--- src/rtl/id_pkg.sv ---
/*
  Shared encodings for the RV32I decode and execute-control stage.
  Only the kept instruction classes have opcodes here. Compressed,
  CSR and M-extension encodings are not represented.
*/
package id_pkg;

  ///////////////////////////////////////////////////////////////////////
  // Widths and constants
  ///////////////////////////////////////////////////////////////////////

  localparam int unsigned XLEN       = 32;
  localparam int unsigned REG_ADDR_W = 5;

  // PC step and second-half address step of a misaligned access
  localparam logic [XLEN-1:0] PC_INCR = 32'd4;

  ///////////////////////////////////////////////////////////////////////
  // Encodings
  ///////////////////////////////////////////////////////////////////////

  // Major opcodes of the decoded classes
  typedef enum logic [6:0] {
    OPCODE_LOAD   = 7'h03,
    OPCODE_OP_IMM = 7'h13,
    OPCODE_AUIPC  = 7'h17,
    OPCODE_STORE  = 7'h23,
    OPCODE_OP     = 7'h33,
    OPCODE_LUI    = 7'h37,
    OPCODE_BRANCH = 7'h63,
    OPCODE_JALR   = 7'h67,
    OPCODE_JAL    = 7'h6f
  } opcode_e;

  // ALU operations, comparisons last for branches
  typedef enum logic [3:0] {
    ALU_ADD, ALU_SUB, ALU_XOR, ALU_OR,
    ALU_AND, ALU_SLL, ALU_SRL, ALU_SRA,
    ALU_SLT, ALU_SLTU, ALU_EQ, ALU_NE,
    ALU_LT, ALU_GE, ALU_LTU, ALU_GEU
  } alu_op_e;

  // Operand A source
  typedef enum logic [1:0] {
    OP_A_REG_A,
    OP_A_FWD,
    OP_A_CURRPC,
    OP_A_ZERO
  } op_a_sel_e;

  // Operand B source
  typedef enum logic {
    OP_B_REG_B,
    OP_B_IMM
  } op_b_sel_e;

  // Immediate for operand B
  typedef enum logic [2:0] {
    IMM_B_I,
    IMM_B_S,
    IMM_B_B,
    IMM_B_U,
    IMM_B_J,
    IMM_B_INCR_PC,
    IMM_B_INCR_ADDR
  } imm_b_sel_e;

  // Access size toward the LSU
  typedef enum logic [1:0] {
    LSU_WORD = 2'b00,
    LSU_HALF = 2'b01,
    LSU_BYTE = 2'b10
  } lsu_type_e;

endpackage

--- src/rtl/id_decoder.sv ---
/*
  Combinational RV32I subset decoder. Any encoding outside OP, OP-IMM,
  LUI, AUIPC, LOAD, STORE, BRANCH, JAL and JALR is flagged illegal and
  all of its enables are forced low. Writes to x0 are not filtered.
*/
`timescale 1ns/10ps

module id_decoder import id_pkg::*; (
  input  logic [XLEN-1:0]       instr_rdata_i,
  output logic                  illegal_insn_o,
  output alu_op_e               alu_operator_o,
  output op_a_sel_e             op_a_sel_o,
  output op_b_sel_e             op_b_sel_o,
  output imm_b_sel_e            imm_b_sel_o,
  output logic [REG_ADDR_W-1:0] rf_raddr_a_o,
  output logic [REG_ADDR_W-1:0] rf_raddr_b_o,
  output logic [REG_ADDR_W-1:0] rf_waddr_o,
  output logic                  rf_ren_a_o,
  output logic                  rf_ren_b_o,
  output logic                  rf_we_o,
  output logic                  lsu_req_o,
  output logic                  lsu_we_o,
  output lsu_type_e             lsu_type_o,
  output logic                  lsu_sign_ext_o,
  output logic                  branch_o,
  output logic                  jump_o
);

  logic [6:0] opcode;
  logic [2:0] funct3;
  logic [6:0] funct7;

  assign opcode = instr_rdata_i[6:0];
  assign funct3 = instr_rdata_i[14:12];
  assign funct7 = instr_rdata_i[31:25];

  // Register fields sit at fixed positions in every format
  assign rf_raddr_a_o = instr_rdata_i[19:15];
  assign rf_raddr_b_o = instr_rdata_i[24:20];
  assign rf_waddr_o   = instr_rdata_i[11:7];

  // Arithmetic op shared by OP and OP-IMM, alt selects sub or sra
  function automatic alu_op_e arith_op(input logic [2:0] f3, input logic alt);
    case (f3)
      3'b000:  arith_op = alt ? ALU_SUB : ALU_ADD;
      3'b001:  arith_op = ALU_SLL;
      3'b010:  arith_op = ALU_SLT;
      3'b011:  arith_op = ALU_SLTU;
      3'b100:  arith_op = ALU_XOR;
      3'b101:  arith_op = alt ? ALU_SRA : ALU_SRL;
      3'b110:  arith_op = ALU_OR;
      default: arith_op = ALU_AND;
    endcase
  endfunction

  always_comb begin
    illegal_insn_o = 1'b0;
    alu_operator_o = ALU_ADD;
    op_a_sel_o     = OP_A_REG_A;
    op_b_sel_o     = OP_B_IMM;
    imm_b_sel_o    = IMM_B_I;
    rf_ren_a_o     = 1'b0;
    rf_ren_b_o     = 1'b0;
    rf_we_o        = 1'b0;
    lsu_req_o      = 1'b0;
    lsu_we_o       = 1'b0;
    lsu_type_o     = LSU_WORD;
    lsu_sign_ext_o = 1'b0;
    branch_o       = 1'b0;
    jump_o         = 1'b0;

    case (opcode)
      OPCODE_OP: begin
        rf_ren_a_o     = 1'b1;
        rf_ren_b_o     = 1'b1;
        rf_we_o        = 1'b1;
        op_b_sel_o     = OP_B_REG_B;
        alu_operator_o = arith_op(funct3, funct7[5]);
        // Only sub and sra use the alternate funct7
        illegal_insn_o = !(funct7 == 7'h00 ||
                           (funct7 == 7'h20 && (funct3 == 3'b000 || funct3 == 3'b101)));
      end
      OPCODE_OP_IMM: begin
        rf_ren_a_o     = 1'b1;
        rf_we_o        = 1'b1;
        alu_operator_o = arith_op(funct3, funct3 == 3'b101 && funct7[5]);
        // Shift immediates carry a funct7 of their own
        if (funct3 == 3'b001) begin
          illegal_insn_o = funct7 != 7'h00;
        end else if (funct3 == 3'b101) begin
          illegal_insn_o = funct7 != 7'h00 && funct7 != 7'h20;
        end
      end
      OPCODE_LUI: begin
        rf_we_o     = 1'b1;
        op_a_sel_o  = OP_A_ZERO;
        imm_b_sel_o = IMM_B_U;
      end
      OPCODE_AUIPC: begin
        rf_we_o     = 1'b1;
        op_a_sel_o  = OP_A_CURRPC;
        imm_b_sel_o = IMM_B_U;
      end
      OPCODE_LOAD: begin
        rf_ren_a_o     = 1'b1;
        rf_we_o        = 1'b1;
        lsu_req_o      = 1'b1;
        lsu_sign_ext_o = ~funct3[2];
        // funct3 low bits give the size, bit 2 marks unsigned
        case (funct3[1:0])
          2'b00:   lsu_type_o = LSU_BYTE;
          2'b01:   lsu_type_o = LSU_HALF;
          default: lsu_type_o = LSU_WORD;
        endcase
        illegal_insn_o = funct3 == 3'b011 || funct3 == 3'b110 || funct3 == 3'b111;
      end
      OPCODE_STORE: begin
        rf_ren_a_o  = 1'b1;
        rf_ren_b_o  = 1'b1;
        lsu_req_o   = 1'b1;
        lsu_we_o    = 1'b1;
        imm_b_sel_o = IMM_B_S;
        case (funct3)
          3'b000:  lsu_type_o = LSU_BYTE;
          3'b001:  lsu_type_o = LSU_HALF;
          3'b010:  lsu_type_o = LSU_WORD;
          default: illegal_insn_o = 1'b1;
        endcase
      end
      OPCODE_BRANCH: begin
        // Comparison of rs1 and rs2 in the first cycle
        rf_ren_a_o = 1'b1;
        rf_ren_b_o = 1'b1;
        branch_o   = 1'b1;
        op_b_sel_o = OP_B_REG_B;
        case (funct3)
          3'b000:  alu_operator_o = ALU_EQ;
          3'b001:  alu_operator_o = ALU_NE;
          3'b100:  alu_operator_o = ALU_LT;
          3'b101:  alu_operator_o = ALU_GE;
          3'b110:  alu_operator_o = ALU_LTU;
          3'b111:  alu_operator_o = ALU_GEU;
          default: illegal_insn_o = 1'b1;
        endcase
      end
      OPCODE_JAL, OPCODE_JALR: begin
        // Link value pc + 4 goes through the ALU
        rf_ren_a_o     = opcode == OPCODE_JALR;
        rf_we_o        = 1'b1;
        jump_o         = 1'b1;
        op_a_sel_o     = OP_A_CURRPC;
        imm_b_sel_o    = IMM_B_INCR_PC;
        illegal_insn_o = opcode == OPCODE_JALR && funct3 != 3'b000;
      end
      default: illegal_insn_o = 1'b1;
    endcase

    // No side effects from an illegal encoding
    if (illegal_insn_o) begin
      rf_ren_a_o = 1'b0;
      rf_ren_b_o = 1'b0;
      rf_we_o    = 1'b0;
      lsu_req_o  = 1'b0;
      lsu_we_o   = 1'b0;
      branch_o   = 1'b0;
      jump_o     = 1'b0;
    end
  end

endmodule

--- src/rtl/id_exec_fsm.sv ---
/*
  First-cycle / multi-cycle execute control without a writeback stage.
  The stage runs only while fetch_enable_i is high. At most one PC set
  is issued per instruction; the register write fires in the done cycle.
*/
`timescale 1ns/10ps

module id_exec_fsm (
  input  logic clk_i,
  input  logic rst_ni,
  input  logic instr_valid_i,
  input  logic fetch_enable_i,
  input  logic illegal_insn_i,
  input  logic rf_we_dec_i,
  input  logic lsu_req_dec_i,
  input  logic branch_i,
  input  logic jump_i,
  input  logic branch_decision_i,
  input  logic ex_valid_i,
  input  logic lsu_resp_valid_i,
  output logic illegal_insn_o,
  output logic lsu_req_o,
  output logic rf_we_o,
  output logic pc_set_o,
  output logic instr_done_o,
  output logic id_in_ready_o,
  output logic instr_first_cycle_o
);

  typedef enum logic { FIRST_CYCLE, MULTI_CYCLE } id_fsm_e;

  id_fsm_e id_fsm_q, id_fsm_d;
  logic    instr_executing;
  logic    instr_first_cycle;
  logic    multicycle_done;
  logic    stall_mem, stall_branch, stall_jump, stall_id;
  logic    branch_set_d, branch_set_q;
  logic    jump_set;
  logic    set_done_d, set_done_q;

  // Valid instruction and a running core
  assign instr_executing   = instr_valid_i & fetch_enable_i;
  assign instr_first_cycle = instr_valid_i & (id_fsm_q == FIRST_CYCLE);
  assign multicycle_done   = lsu_req_dec_i ? lsu_resp_valid_i : ex_valid_i;

  // Load/store always waits past its first cycle for the response
  assign stall_mem = instr_valid_i & lsu_req_dec_i & (~lsu_resp_valid_i | instr_first_cycle);

  ///////////////////////////////////////////////////////////////////////
  // ID-EX state machine
  ///////////////////////////////////////////////////////////////////////

  always_comb begin
    id_fsm_d     = id_fsm_q;
    stall_branch = 1'b0;
    stall_jump   = 1'b0;
    branch_set_d = 1'b0;
    jump_set     = 1'b0;

    if (instr_executing) begin
      case (id_fsm_q)
        FIRST_CYCLE: begin
          if (lsu_req_dec_i) begin
            id_fsm_d = MULTI_CYCLE;
          end else if (branch_i) begin
            // Taken branch sets the PC next cycle, not-taken retires now
            id_fsm_d     = branch_decision_i ? MULTI_CYCLE : FIRST_CYCLE;
            stall_branch = branch_decision_i;
            branch_set_d = branch_decision_i;
          end else if (jump_i) begin
            id_fsm_d   = MULTI_CYCLE;
            stall_jump = 1'b1;
            jump_set   = 1'b1;
          end
        end
        default: begin
          if (multicycle_done) begin
            id_fsm_d = FIRST_CYCLE;
          end else begin
            stall_branch = branch_i;
            stall_jump   = jump_i;
          end
        end
      endcase
    end
  end

  always_ff @(posedge clk_i or negedge rst_ni) begin
    if (!rst_ni) begin
      id_fsm_q <= FIRST_CYCLE;
    end else if (instr_executing) begin
      id_fsm_q <= id_fsm_d;
    end
  end

  ///////////////////////////////////////////////////////////////////////
  // PC set tracking
  ///////////////////////////////////////////////////////////////////////

  // Flag stays set from the first PC set until the instruction retires
  assign set_done_d = (branch_set_q | jump_set | set_done_q) & ~instr_done_o;

  always_ff @(posedge clk_i or negedge rst_ni) begin
    if (!rst_ni) begin
      branch_set_q <= 1'b0;
      set_done_q   <= 1'b0;
    end else begin
      branch_set_q <= branch_set_d;
      set_done_q   <= set_done_d;
    end
  end

  assign pc_set_o = (branch_set_q | jump_set) & ~set_done_q;

  ///////////////////////////////////////////////////////////////////////
  // Stall, completion and side-effect gating
  ///////////////////////////////////////////////////////////////////////

  assign stall_id      = stall_mem | stall_branch | stall_jump;
  assign instr_done_o  = instr_executing & ~stall_id;
  assign id_in_ready_o = ~instr_valid_i | instr_done_o;

  // Request only once, in the first cycle of the access
  assign lsu_req_o = instr_executing & instr_first_cycle & lsu_req_dec_i;

  // Write in the retire cycle, so loads wait for their response data
  assign rf_we_o = rf_we_dec_i & ~illegal_insn_i & instr_done_o;

  assign illegal_insn_o      = instr_valid_i & illegal_insn_i;
  assign instr_first_cycle_o = instr_first_cycle;

endmodule

--- src/rtl/id_operand_mux.sv ---
/*
  Immediate construction and ALU operand selection. No forwarding:
  register operands come straight from the register file read ports.
*/
`timescale 1ns/10ps

module id_operand_mux import id_pkg::*; (
  input  logic [XLEN-1:0] instr_rdata_i,
  input  logic [XLEN-1:0] pc_id_i,
  input  logic [XLEN-1:0] rf_rdata_a_i,
  input  logic [XLEN-1:0] rf_rdata_b_i,
  input  logic [XLEN-1:0] lsu_addr_last_i,
  input  logic            lsu_addr_incr_req_i,
  input  op_a_sel_e       op_a_sel_i,
  input  op_b_sel_e       op_b_sel_i,
  input  imm_b_sel_e      imm_b_sel_i,
  output logic [XLEN-1:0] alu_operand_a_o,
  output logic [XLEN-1:0] alu_operand_b_o
);

  logic [XLEN-1:0] imm_i_type;
  logic [XLEN-1:0] imm_s_type;
  logic [XLEN-1:0] imm_b_type;
  logic [XLEN-1:0] imm_u_type;
  logic [XLEN-1:0] imm_j_type;
  logic [XLEN-1:0] imm_b;
  op_a_sel_e       op_a_sel;
  op_b_sel_e       op_b_sel;
  imm_b_sel_e      imm_b_sel;

  ///////////////////////////////////////////////////////////////////////
  // Immediates
  ///////////////////////////////////////////////////////////////////////

  // All sign bits come from instruction bit 31
  assign imm_i_type = {{20{instr_rdata_i[31]}}, instr_rdata_i[31:20]};
  assign imm_s_type = {{20{instr_rdata_i[31]}}, instr_rdata_i[31:25], instr_rdata_i[11:7]};
  assign imm_b_type = {{19{instr_rdata_i[31]}}, instr_rdata_i[31], instr_rdata_i[7],
                       instr_rdata_i[30:25], instr_rdata_i[11:8], 1'b0};
  assign imm_u_type = {instr_rdata_i[31:12], 12'b0};
  assign imm_j_type = {{12{instr_rdata_i[31]}}, instr_rdata_i[19:12], instr_rdata_i[20],
                       instr_rdata_i[30:21], 1'b0};

  // Second half of a misaligned access computes last address + 4
  assign op_a_sel  = lsu_addr_incr_req_i ? OP_A_FWD        : op_a_sel_i;
  assign op_b_sel  = lsu_addr_incr_req_i ? OP_B_IMM        : op_b_sel_i;
  assign imm_b_sel = lsu_addr_incr_req_i ? IMM_B_INCR_ADDR : imm_b_sel_i;

  ///////////////////////////////////////////////////////////////////////
  // Operand muxes
  ///////////////////////////////////////////////////////////////////////

  always_comb begin
    case (imm_b_sel)
      IMM_B_I: imm_b = imm_i_type;
      IMM_B_S: imm_b = imm_s_type;
      IMM_B_B: imm_b = imm_b_type;
      IMM_B_U: imm_b = imm_u_type;
      IMM_B_J: imm_b = imm_j_type;
      // Both increments are one word
      default: imm_b = PC_INCR;
    endcase
  end

  always_comb begin
    case (op_a_sel)
      OP_A_REG_A:  alu_operand_a_o = rf_rdata_a_i;
      OP_A_FWD:    alu_operand_a_o = lsu_addr_last_i;
      OP_A_CURRPC: alu_operand_a_o = pc_id_i;
      default:     alu_operand_a_o = '0;
    endcase
  end

  assign alu_operand_b_o = (op_b_sel == OP_B_IMM) ? imm_b : rf_rdata_b_i;

endmodule

--- src/rtl/id_stage.sv ---
/*
  Decode and execute-control stage of a small in-order RV32I core.
  No writeback stage and no forwarding: result and rs2 data pass
  straight through. Read addresses are zeroed for unused ports.
*/
`timescale 1ns/10ps

module id_stage import id_pkg::*; (
  input  logic                  clk_i,
  input  logic                  rst_ni,
  input  logic                  fetch_enable_i,
  // IF-ID register
  input  logic                  instr_valid_i,
  input  logic [XLEN-1:0]       instr_rdata_i,
  input  logic [XLEN-1:0]       pc_id_i,
  // Register file read data and EX result
  input  logic [XLEN-1:0]       rf_rdata_a_i,
  input  logic [XLEN-1:0]       rf_rdata_b_i,
  input  logic [XLEN-1:0]       result_ex_i,
  input  logic                  branch_decision_i,
  input  logic                  ex_valid_i,
  // LSU status
  input  logic                  lsu_resp_valid_i,
  input  logic                  lsu_addr_incr_req_i,
  input  logic [XLEN-1:0]       lsu_addr_last_i,
  output logic                  illegal_insn_o,
  output logic                  id_in_ready_o,
  output logic                  instr_done_o,
  output logic                  pc_set_o,
  output alu_op_e               alu_operator_o,
  output logic [XLEN-1:0]       alu_operand_a_o,
  output logic [XLEN-1:0]       alu_operand_b_o,
  output logic [REG_ADDR_W-1:0] rf_raddr_a_o,
  output logic [REG_ADDR_W-1:0] rf_raddr_b_o,
  output logic [REG_ADDR_W-1:0] rf_waddr_o,
  output logic                  rf_we_o,
  output logic [XLEN-1:0]       rf_wdata_o,
  output logic                  lsu_req_o,
  output logic                  lsu_we_o,
  output lsu_type_e             lsu_type_o,
  output logic                  lsu_sign_ext_o,
  output logic [XLEN-1:0]       lsu_wdata_o
);

  logic                  illegal_insn_dec;
  op_a_sel_e             op_a_sel;
  op_b_sel_e             op_b_sel;
  imm_b_sel_e            imm_b_sel;
  logic [REG_ADDR_W-1:0] raddr_a_dec, raddr_b_dec;
  logic                  rf_ren_a, rf_ren_b;
  logic                  rf_we_dec, lsu_req_dec;
  logic                  branch_dec, jump_dec;
  // Observed by the bound handshake checks
  logic                  instr_first_cycle;

  id_decoder decoder_inst (
    .instr_rdata_i (instr_rdata_i),
    .illegal_insn_o(illegal_insn_dec),
    .alu_operator_o(alu_operator_o),
    .op_a_sel_o    (op_a_sel),
    .op_b_sel_o    (op_b_sel),
    .imm_b_sel_o   (imm_b_sel),
    .rf_raddr_a_o  (raddr_a_dec),
    .rf_raddr_b_o  (raddr_b_dec),
    .rf_waddr_o    (rf_waddr_o),
    .rf_ren_a_o    (rf_ren_a),
    .rf_ren_b_o    (rf_ren_b),
    .rf_we_o       (rf_we_dec),
    .lsu_req_o     (lsu_req_dec),
    .lsu_we_o      (lsu_we_o),
    .lsu_type_o    (lsu_type_o),
    .lsu_sign_ext_o(lsu_sign_ext_o),
    .branch_o      (branch_dec),
    .jump_o        (jump_dec)
  );

  id_operand_mux operand_mux_inst (
    .instr_rdata_i      (instr_rdata_i),
    .pc_id_i            (pc_id_i),
    .rf_rdata_a_i       (rf_rdata_a_i),
    .rf_rdata_b_i       (rf_rdata_b_i),
    .lsu_addr_last_i    (lsu_addr_last_i),
    .lsu_addr_incr_req_i(lsu_addr_incr_req_i),
    .op_a_sel_i         (op_a_sel),
    .op_b_sel_i         (op_b_sel),
    .imm_b_sel_i        (imm_b_sel),
    .alu_operand_a_o    (alu_operand_a_o),
    .alu_operand_b_o    (alu_operand_b_o)
  );

  id_exec_fsm exec_fsm_inst (
    .clk_i              (clk_i),
    .rst_ni             (rst_ni),
    .instr_valid_i      (instr_valid_i),
    .fetch_enable_i     (fetch_enable_i),
    .illegal_insn_i     (illegal_insn_dec),
    .rf_we_dec_i        (rf_we_dec),
    .lsu_req_dec_i      (lsu_req_dec),
    .branch_i           (branch_dec),
    .jump_i             (jump_dec),
    .branch_decision_i  (branch_decision_i),
    .ex_valid_i         (ex_valid_i),
    .lsu_resp_valid_i   (lsu_resp_valid_i),
    .illegal_insn_o     (illegal_insn_o),
    .lsu_req_o          (lsu_req_o),
    .rf_we_o            (rf_we_o),
    .pc_set_o           (pc_set_o),
    .instr_done_o       (instr_done_o),
    .id_in_ready_o      (id_in_ready_o),
    .instr_first_cycle_o(instr_first_cycle)
  );

  // Unused read ports see x0
  assign rf_raddr_a_o = rf_ren_a ? raddr_a_dec : '0;
  assign rf_raddr_b_o = rf_ren_b ? raddr_b_dec : '0;

  assign rf_wdata_o  = result_ex_i;
  assign lsu_wdata_o = rf_rdata_b_i;

endmodule

--- config.mk ---
export PLATFORM = sky130hd
export DESIGN_NAME = id_stage
export DESIGN_NICKNAME = d
export VERILOG_FILES = /design/src/rtl/id_pkg.sv /design/src/rtl/id_decoder.sv /design/src/rtl/id_exec_fsm.sv /design/src/rtl/id_operand_mux.sv /design/src/rtl/id_stage.sv
export SDC_FILE = /design/constraint.sdc
export NUM_CORES = 1
export LEC_CHECK = 0
export BUFFER_PORTS_ARGS = -buffer_cell sky130_fd_sc_hd__buf_2
export CORE_AREA = 3 3 138 140
export DETAILED_ROUTE_END_ITERATION = 6
export DIE_AREA = 0 0 141 143
export PLACE_DENSITY = 0.39
export SETUP_SLACK_MARGIN = 0.5
export SYNTH_ARGS = -nofsm -noshare
export SYNTH_HDL_FRONTEND = slang
export SYNTH_SLANG_ARGS = --single-unit
export TNS_END_PERCENT = 100
--- constraint.sdc ---
create_clock -name clk_i -period 3.8 [get_ports clk_i]
set_clock_uncertainty 0.15 [all_clocks]
set_input_delay 0.57 -clock clk_i [delete_from_list [all_inputs] [get_ports clk_i]]
set_output_delay 0.57 -clock clk_i [all_outputs]
set_load 0.05 [all_outputs]
======== Word level (Yosys, flattened, before mapping) ========
Cells that the tools add are included.
cells by class
  equal/unequal tests ..................... 25
  muxes and demuxes ....................... 63
  bitwise operators ....................... 26
  reductions and logical operators ........ 26
operators with widths
  cell                                                 number
  one-hot mux 32 bit (5 select lines)                  1
  one-hot mux 32 bit (3 select lines)                  1
  one-hot mux 4 bit (7 select lines)                   2
  two-way mux 1 bit                                    45
  two-way mux 32 bit                                   1
  equality test 7 x 6 -> 1 bit, second input constant  4
  one-hot mux 4 bit (6 select lines)                   1
  equality test 7 bit, second input constant           3
  one-hot mux 2 bit (2 select lines)                   4
  equality test 3 bit, second input constant           5
  equality test 7 x 5 -> 1 bit, second input constant  2
  bitwise AND 1 bit                                    12
  equality test 3 x 2 -> 1 bit, second input constant  4
  one-hot mux 4 bit (3 select lines)                   1
  two-way mux 5 bit                                    2
  one-hot mux 3 bit (3 select lines)                   1
  OR reduction 3 bit                                   3
  inverter 1 bit                                       8
  OR reduction 2 bit                                   4
  equality test 7 x 2 -> 1 bit, second input constant  1
  logical NOT 7 bit                                    1
  != test 7 x 6 -> 1 bit, second input constant        1
  one-hot mux 1 bit (7 select lines)                   1
  nonzero test 7 bit                                   1
  other kinds (16)                                     31
storage, ports and cells
  register bits after elaboration ......... 3
  bits of input ports ..................... 200
  logic and storage cells ................. 143

======== Logic depth before layout (Yosys ltp) ========
  depth after elaboration ................. 17
  depth in mapped cells ................... 9
  depth with buffers taken out ............ 7

======== Cells and area by module ========
A second synthesis with hierarchy kept.
second synthesis, totals
  cells, all modules ...................... 370
  area, all modules ....................... 2752.6 µm²
modules (own cells, without submodules)
  module          times used  cells an instance  area an instance (µm²)
  id_operand_mux  1           160                1278.7
  id_decoder      1           108                673.1
  id_stage        1           74                 543.0
  id_exec_fsm     1           28                 257.7

======== Least setup slack after synthesis ========
OpenSTA, ideal clock, no wires.
  path kind ............................... in2out
  start ................................... in instr_rdata_i[6]
  end ..................................... out instr_done_o
  arrival time ............................ 2.877 ns
  required time ........................... 3.080 ns
  setup slack ............................. 0.203 ns
  stages .................................. 7
  path buffers ............................ 2
  cells stage by stage .................... buf_2 or3_1 nor4_1 or2_2 a211oi_2 buf_4 o21ai_0
on the way
  cells in the longest elaborated chain, start to end .. 12
ends and longest elaborated chain
  element                                                                  line                                                     source
  start, declared                                                          id_stage.sv:14                                           input logic [XLEN-1:0] instr_rdata_i,
  equality test 7 bit (tied with other cells)                              id_decoder.sv:72                                         case (opcode)
  OR reduction 2 bit (tied with other cells)                               id_decoder.sv:72
  one-hot mux 1 bit (7 select lines) or two-way mux 1 bit (tied branches)  id_decoder.sv:72
  two-way mux 1 bit                                                        id_decoder.sv:159                                        if (illegal_insn_o) begin
  two-way mux 1 bit, on equally long branches                              id_exec_fsm.sv:65, id_exec_fsm.sv:44, id_exec_fsm.sv:70
  two-way mux 1 bit, on equally long branches                              id_exec_fsm.sv:63, id_exec_fsm.sv:65, id_exec_fsm.sv:77
  two-way mux 1 bit, on equally long branches                              id_exec_fsm.sv:61, id_exec_fsm.sv:63
  two-way mux 1 bit, on equally long branches                              id_exec_fsm.sv:60, id_exec_fsm.sv:61
  OR 1 bit or two-way mux 1 bit (tied branches)                            id_exec_fsm.sv:119, id_exec_fsm.sv:60
  OR 1 bit (*)                                                             id_exec_fsm.sv:119                                       assign stall_id = stall_mem | stall_branch | stall_jump;
  inverter 1 bit (*)                                                       id_exec_fsm.sv:120                                       assign instr_done_o = instr_executing & ~stall_id;
  bitwise AND 1 bit (*)                                                    id_exec_fsm.sv:120
  end, declared                                                            id_stage.sv:28                                           output logic instr_done_o,
Mark *: on every way between the ends. The rest lies on a longest branch, timed or not.

======== Worst setup path in the final report ========
  start ................................... in instr_rdata_i[14]
  end ..................................... out rf_raddr_b_o[1]
on the way
  cells in the longest elaborated chain, start to end .. 8
ends and longest elaborated chain
  element                                                                     line               source
  parallel branches: the longest is 5 deep, another holds OR reduction 6 bit  n/a
  one-hot mux 1 bit (7 select lines) (*)                                      id_decoder.sv:72
  two-way mux 1 bit (*)                                                       id_decoder.sv:159
  two-way mux 5 bit (*)                                                       id_stage.sv:115    assign rf_raddr_b_o = rf_ren_b ? raddr_b_dec : '0;
  end, declared                                                               id_stage.sv:34     output logic [REG_ADDR_W-1:0] rf_raddr_b_o,
Every way passes the cells marked *.

==> metrics.txt <==
# TYPE chip_impl_metric gauge
chip_impl_metric{name="postLayoutCoreUtil",unit="%"} 21.34
chip_impl_metric{name="floorplan.die.height",unit="um"} 143
chip_impl_metric{name="die_area",unit="um^2"} 20160
chip_impl_info{name="critical-path-top-cell-by-count",value="clkbuf_4"} 1
chip_impl_metric{name="gp_routability_congestion",unit=""} 0.7288
chip_impl_metric{name="cts.repair_timing.setup_buffer_count",unit=""} 0
chip_impl_metric{name="timing.setup.tns",unit="ns"} 0
chip_impl_metric{name="floorplan.initialDensity",unit="%"} 13.87
chip_impl_metric{name="max-vdd-ir-drop",unit="mV"} 0.1070
chip_impl_info{name="final_cell_mix",value="286 x buf_2, 38 x a22o_1, 33 x a21o_1, 33 x nor2_1, 29 x nand2_1"} 1
chip_impl_metric{name="crit_required",unit="ns"} 3.08
chip_impl_metric{name="detail_route.drc_violations",unit=""} 0
chip_impl_metric{name="grt.overflow.total",unit=""} 0
chip_impl_metric{name="synthToLayoutAreaGrowth",unit="%"} 53.82
chip_impl_metric{name="finalWorstPathRequiredPeriod",unit="ns"} 3.165
chip_impl_metric{name="worst_ep_arrival_time",unit="ns"} 2.44
chip_impl_metric{name="die_x",unit="um"} 141
chip_impl_metric{name="clk_latency",unit="ns"} 0.22
chip_impl_metric{name="final_net_count",unit=""} 785
chip_impl_info{name="slowest_stage",value="or2_2"} 1
chip_impl_metric{name="port-buffer-count",unit=""} 292
chip_impl_metric{name="ant_nets",unit=""} 0
chip_impl_metric{name="netlist_instances",unit=""} 366
chip_impl_metric{name="postSynthNetCount",unit=""} 570
chip_impl_info{name="layout.cells.most_common",value="buf_2"} 1
chip_impl_info{name="worst_setup_path_startpoint",value="instr_rdata_i[14]"} 1
chip_impl_metric{name="synth.cell_area",unit="um^2"} 2492
chip_impl_info{name="worstHoldStart",value="exec_fsm_inst.set_done_q"} 1
chip_impl_metric{name="floorplan.rows",unit=""} 49
chip_impl_metric{name="routed_wl",unit="um"} 14130
chip_impl_metric{name="netlist-cell-type-count",unit=""} 54
chip_impl_metric{name="layout_worst_path_cycle_share",unit="%"} 83.28
chip_impl_metric{name="report.final.setup_viol",unit=""} 0
chip_impl_metric{name="ctsHtreeMaxLevel",unit=""} 1
chip_impl_metric{name="clock-sinks",unit=""} 3
chip_impl_metric{name="slowest_cell_delay_on_critical_path",unit="ns"} 0.34
chip_impl_metric{name="hpwl",unit="um"} 12400
chip_impl_metric{name="syn_avg_cell_area",unit="um^2"} 6.810
chip_impl_metric{name="timing.final.max_slew_violations",unit=""} 0
chip_impl_metric{name="drt_first_iter_violations",unit=""} 161
chip_impl_metric{name="grt_use_total",unit="%"} 12.43
chip_impl_info{name="start_kind",value="primary input"} 1
chip_impl_metric{name="timing.critical_path.fanout_max",unit=""} 13
chip_impl_metric{name="drive_gt1_share",unit="%"} 57.07
chip_impl_metric{name="powerDensity",unit="nW/um^2"} 208.4
chip_impl_metric{name="worst_setup_hold_path_clk_slew",unit="ns"} 0.03
chip_impl_info{name="critPathKind",value="primary input to output pin"} 1
chip_impl_metric{name="n_fill_cell",unit=""} 2063
chip_impl_metric{name="pin_count_of_the_biggest_net_entering_global_routing",unit=""} 35
chip_impl_metric{name="cts_max_path_buffers",unit=""} 2
chip_impl_metric{name="firstDrtPassIters",unit=""} 6
chip_impl_info{name="synthFlopType",value="dfrtp_1"} 1
chip_impl_metric{name="critical_path_buf_inv_count",unit=""} 4
chip_impl_metric{name="synth_edf_count",unit=""} 0
chip_impl_metric{name="tightest_slew",unit="ns"} 0.5199
chip_impl_metric{name="cts_buffers",unit=""} 3
chip_impl_metric{name="fp.coreArea",unit="um^2"} 17960
chip_impl_metric{name="area_share_of_the_largest_cell_type_after_synthesis",unit="%"} 21.39
chip_impl_info{name="rsz0062_at_grt",value="no"} 1
chip_impl_metric{name="synth-warning-count",unit=""} 0
chip_impl_metric{name="worst_slew_margin_rel",unit="%"} 65.08
chip_impl_info{name="crit-reg2reg-launch",value="exec_fsm_inst.id_fsm_q"} 1
chip_impl_metric{name="drv_cap",unit=""} 0
chip_impl_info{name="synth_area_leader_cell",value="buf_4"} 1
chip_impl_metric{name="io_pins",unit=""} 357
chip_impl_metric{name="route.detailed.vias_per_inst",unit=""} 4.231
chip_impl_info{name="cts_root_buf",value="clkbuf_16"} 1
chip_impl_metric{name="synth.yosys.seq_area_share",unit="%"} 3.012
chip_impl_info{name="yosys-top-cells-area",value="buf_4 21%, a22o_1 13%, a21o_1 9.9%"} 1
chip_impl_info{name="cts_tree",value="yes"} 1
chip_impl_metric{name="ys_async_sr_fraction",unit="%"} 100.0
chip_impl_info{name="cp_cell_sequence",value="clkbuf_4 -> inv_1 -> ha_1 -> nor2_1 -> nor4_1 -> or2_2 -> a211oi_4 -> buf_4 -> and3_1 -> clkbuf_4"} 1
chip_impl_metric{name="global_route_wire_length_before_repair",unit="um"} 19290
chip_impl_metric{name="post_drt_wl_per_cell",unit="um"} 17.47
chip_impl_metric{name="first_global_vias",unit=""} 3218
chip_impl_metric{name="totalPowerFinal",unit="uW"} 798.9
chip_impl_info{name="min-delay-path-class",value="flip-flop to flip-flop"} 1
chip_impl_metric{name="final-hold-violation-count",unit=""} 0
chip_impl_metric{name="diodes",unit=""} 0
chip_impl_info{name="dominant_delay_contributor_by_cell_family_on_the_critical_path",value="buffers and inverters"} 1
chip_impl_metric{name="total_leakage_power",unit="nW"} 2.328
chip_impl_metric{name="antenna_violations_before_repair",unit=""} 2
chip_impl_info{name="timing.critical_path.to_type",value="output pin"} 1
chip_impl_metric{name="synth-seq-cells",unit=""} 3
chip_impl_metric{name="clock.fmax",unit="MHz"} 316.0
chip_impl_metric{name="detailroute.via_count",unit=""} 3423
chip_impl_info{name="status",value="finished clean"} 1
## synth_stat cells (4+ instances only)
library cell / instances
a21o_1: 33
clkbuf_1: 7
ha_1: 4
mux2i_1: 5
nor2b_1: 5
nand2_1: 30
o21ai_0: 14
and2_1: 6
inv_1: 6
a22o_1: 38
nand3_1: 6
and3_1: 10
buf_4: 71
nor2_1: 35
a21oi_1: 25
buf_2: 17
## power by group
group / internal [mW] / switching (mW)
logic: 0.181 / 0.417
registers: 0.0323 / 0.0000966
clock network: 0.139 / 0.0297
## cell type report
type | instances | area (um^2) | area share, %
sequential | 3 | 75.07 | 1.958
multi-input combinational | 261 | 1774 | 46.28
clock buffer | 4 | 78.83 | 2.056
inverter | 6 | 22.52 | 0.5875
timing repair buffer | 306 | 1597 | 41.64
tap | 229 | 286.5 | 7.474
## flip-flops by register name, indices dropped and copies added, names as in the netlist
signal                      count
exec_fsm_inst.branch_set_q      1
exec_fsm_inst.id_fsm_q          1
exec_fsm_inst.set_done_q        1
## logic make-up after synthesis
group | share of synthesized area (%)
compound gates | 38.20
mux | 2.610
flops | 3.012
buf+inv | 27.21
xor+xnor | 0.3515
fa+ha+maj | 2.008
simple gates | 26.61
## routing by layer
layer  up-vias  wire length (um)  share of wire, %  global-route usage [%]
met2       237              7526                53                   25.28
met5         -                 0                 0                       0
met4         0               177               1.3                   1.581
met3        10              1240               8.8                   2.378
li1       1672                 -                 -                       -
met1      1504              5188                37                   13.54
## stage by stage
| step | instances | cell area (um^2) | setup WS [ns] | hold WS (ns) |
|---|---|---|---|---|
| after floorplan | 366 | 2500 | 0.3486 | 0.1244 |
| final | 809 | 3834 | 0.6355 | 0.4709 |
| after global routing | 809 | 3834 | 0.5060 | 0.4978 |
| after global placement | 804 | 3705 | 0.5099 | 0.2190 |
| after detailed placement | 804 | 3705 | 0.4794 | 0.2205 |
| after CTS | 809 | 3796 | 0.5072 | 0.4671 |
## worst paths after layout
check | end | slack (ns) | depth (start not counted)
max in group asynchronous | exec_fsm_inst.set_done_q | 2.86 | 2
worst max-delay path | rf_raddr_b_o[1] | 0.64 | 10
min in group asynchronous | exec_fsm_inst.branch_set_q | 0.53 | 2
worst max register to register | exec_fsm_inst.set_done_q | 2.46 | 4
worst min-delay path | exec_fsm_inst.set_done_q | 0.47 | 2
worst min register to register | exec_fsm_inst.set_done_q | 0.47 | 2
## worst register-to-register path, delay by kind of cell, from the launching register on
kind	cells	cell delay, ns
compound gates	4	0.76
flops	1	0.37
## what timing repair did
item                       4_1_cts  5_1_grt
gates resized for setup          1       11
hold buffers                     1        0
setup endpoints to repair        1       16
hold endpoints to repair         3        0
Power figures use the tool's default switching activity.
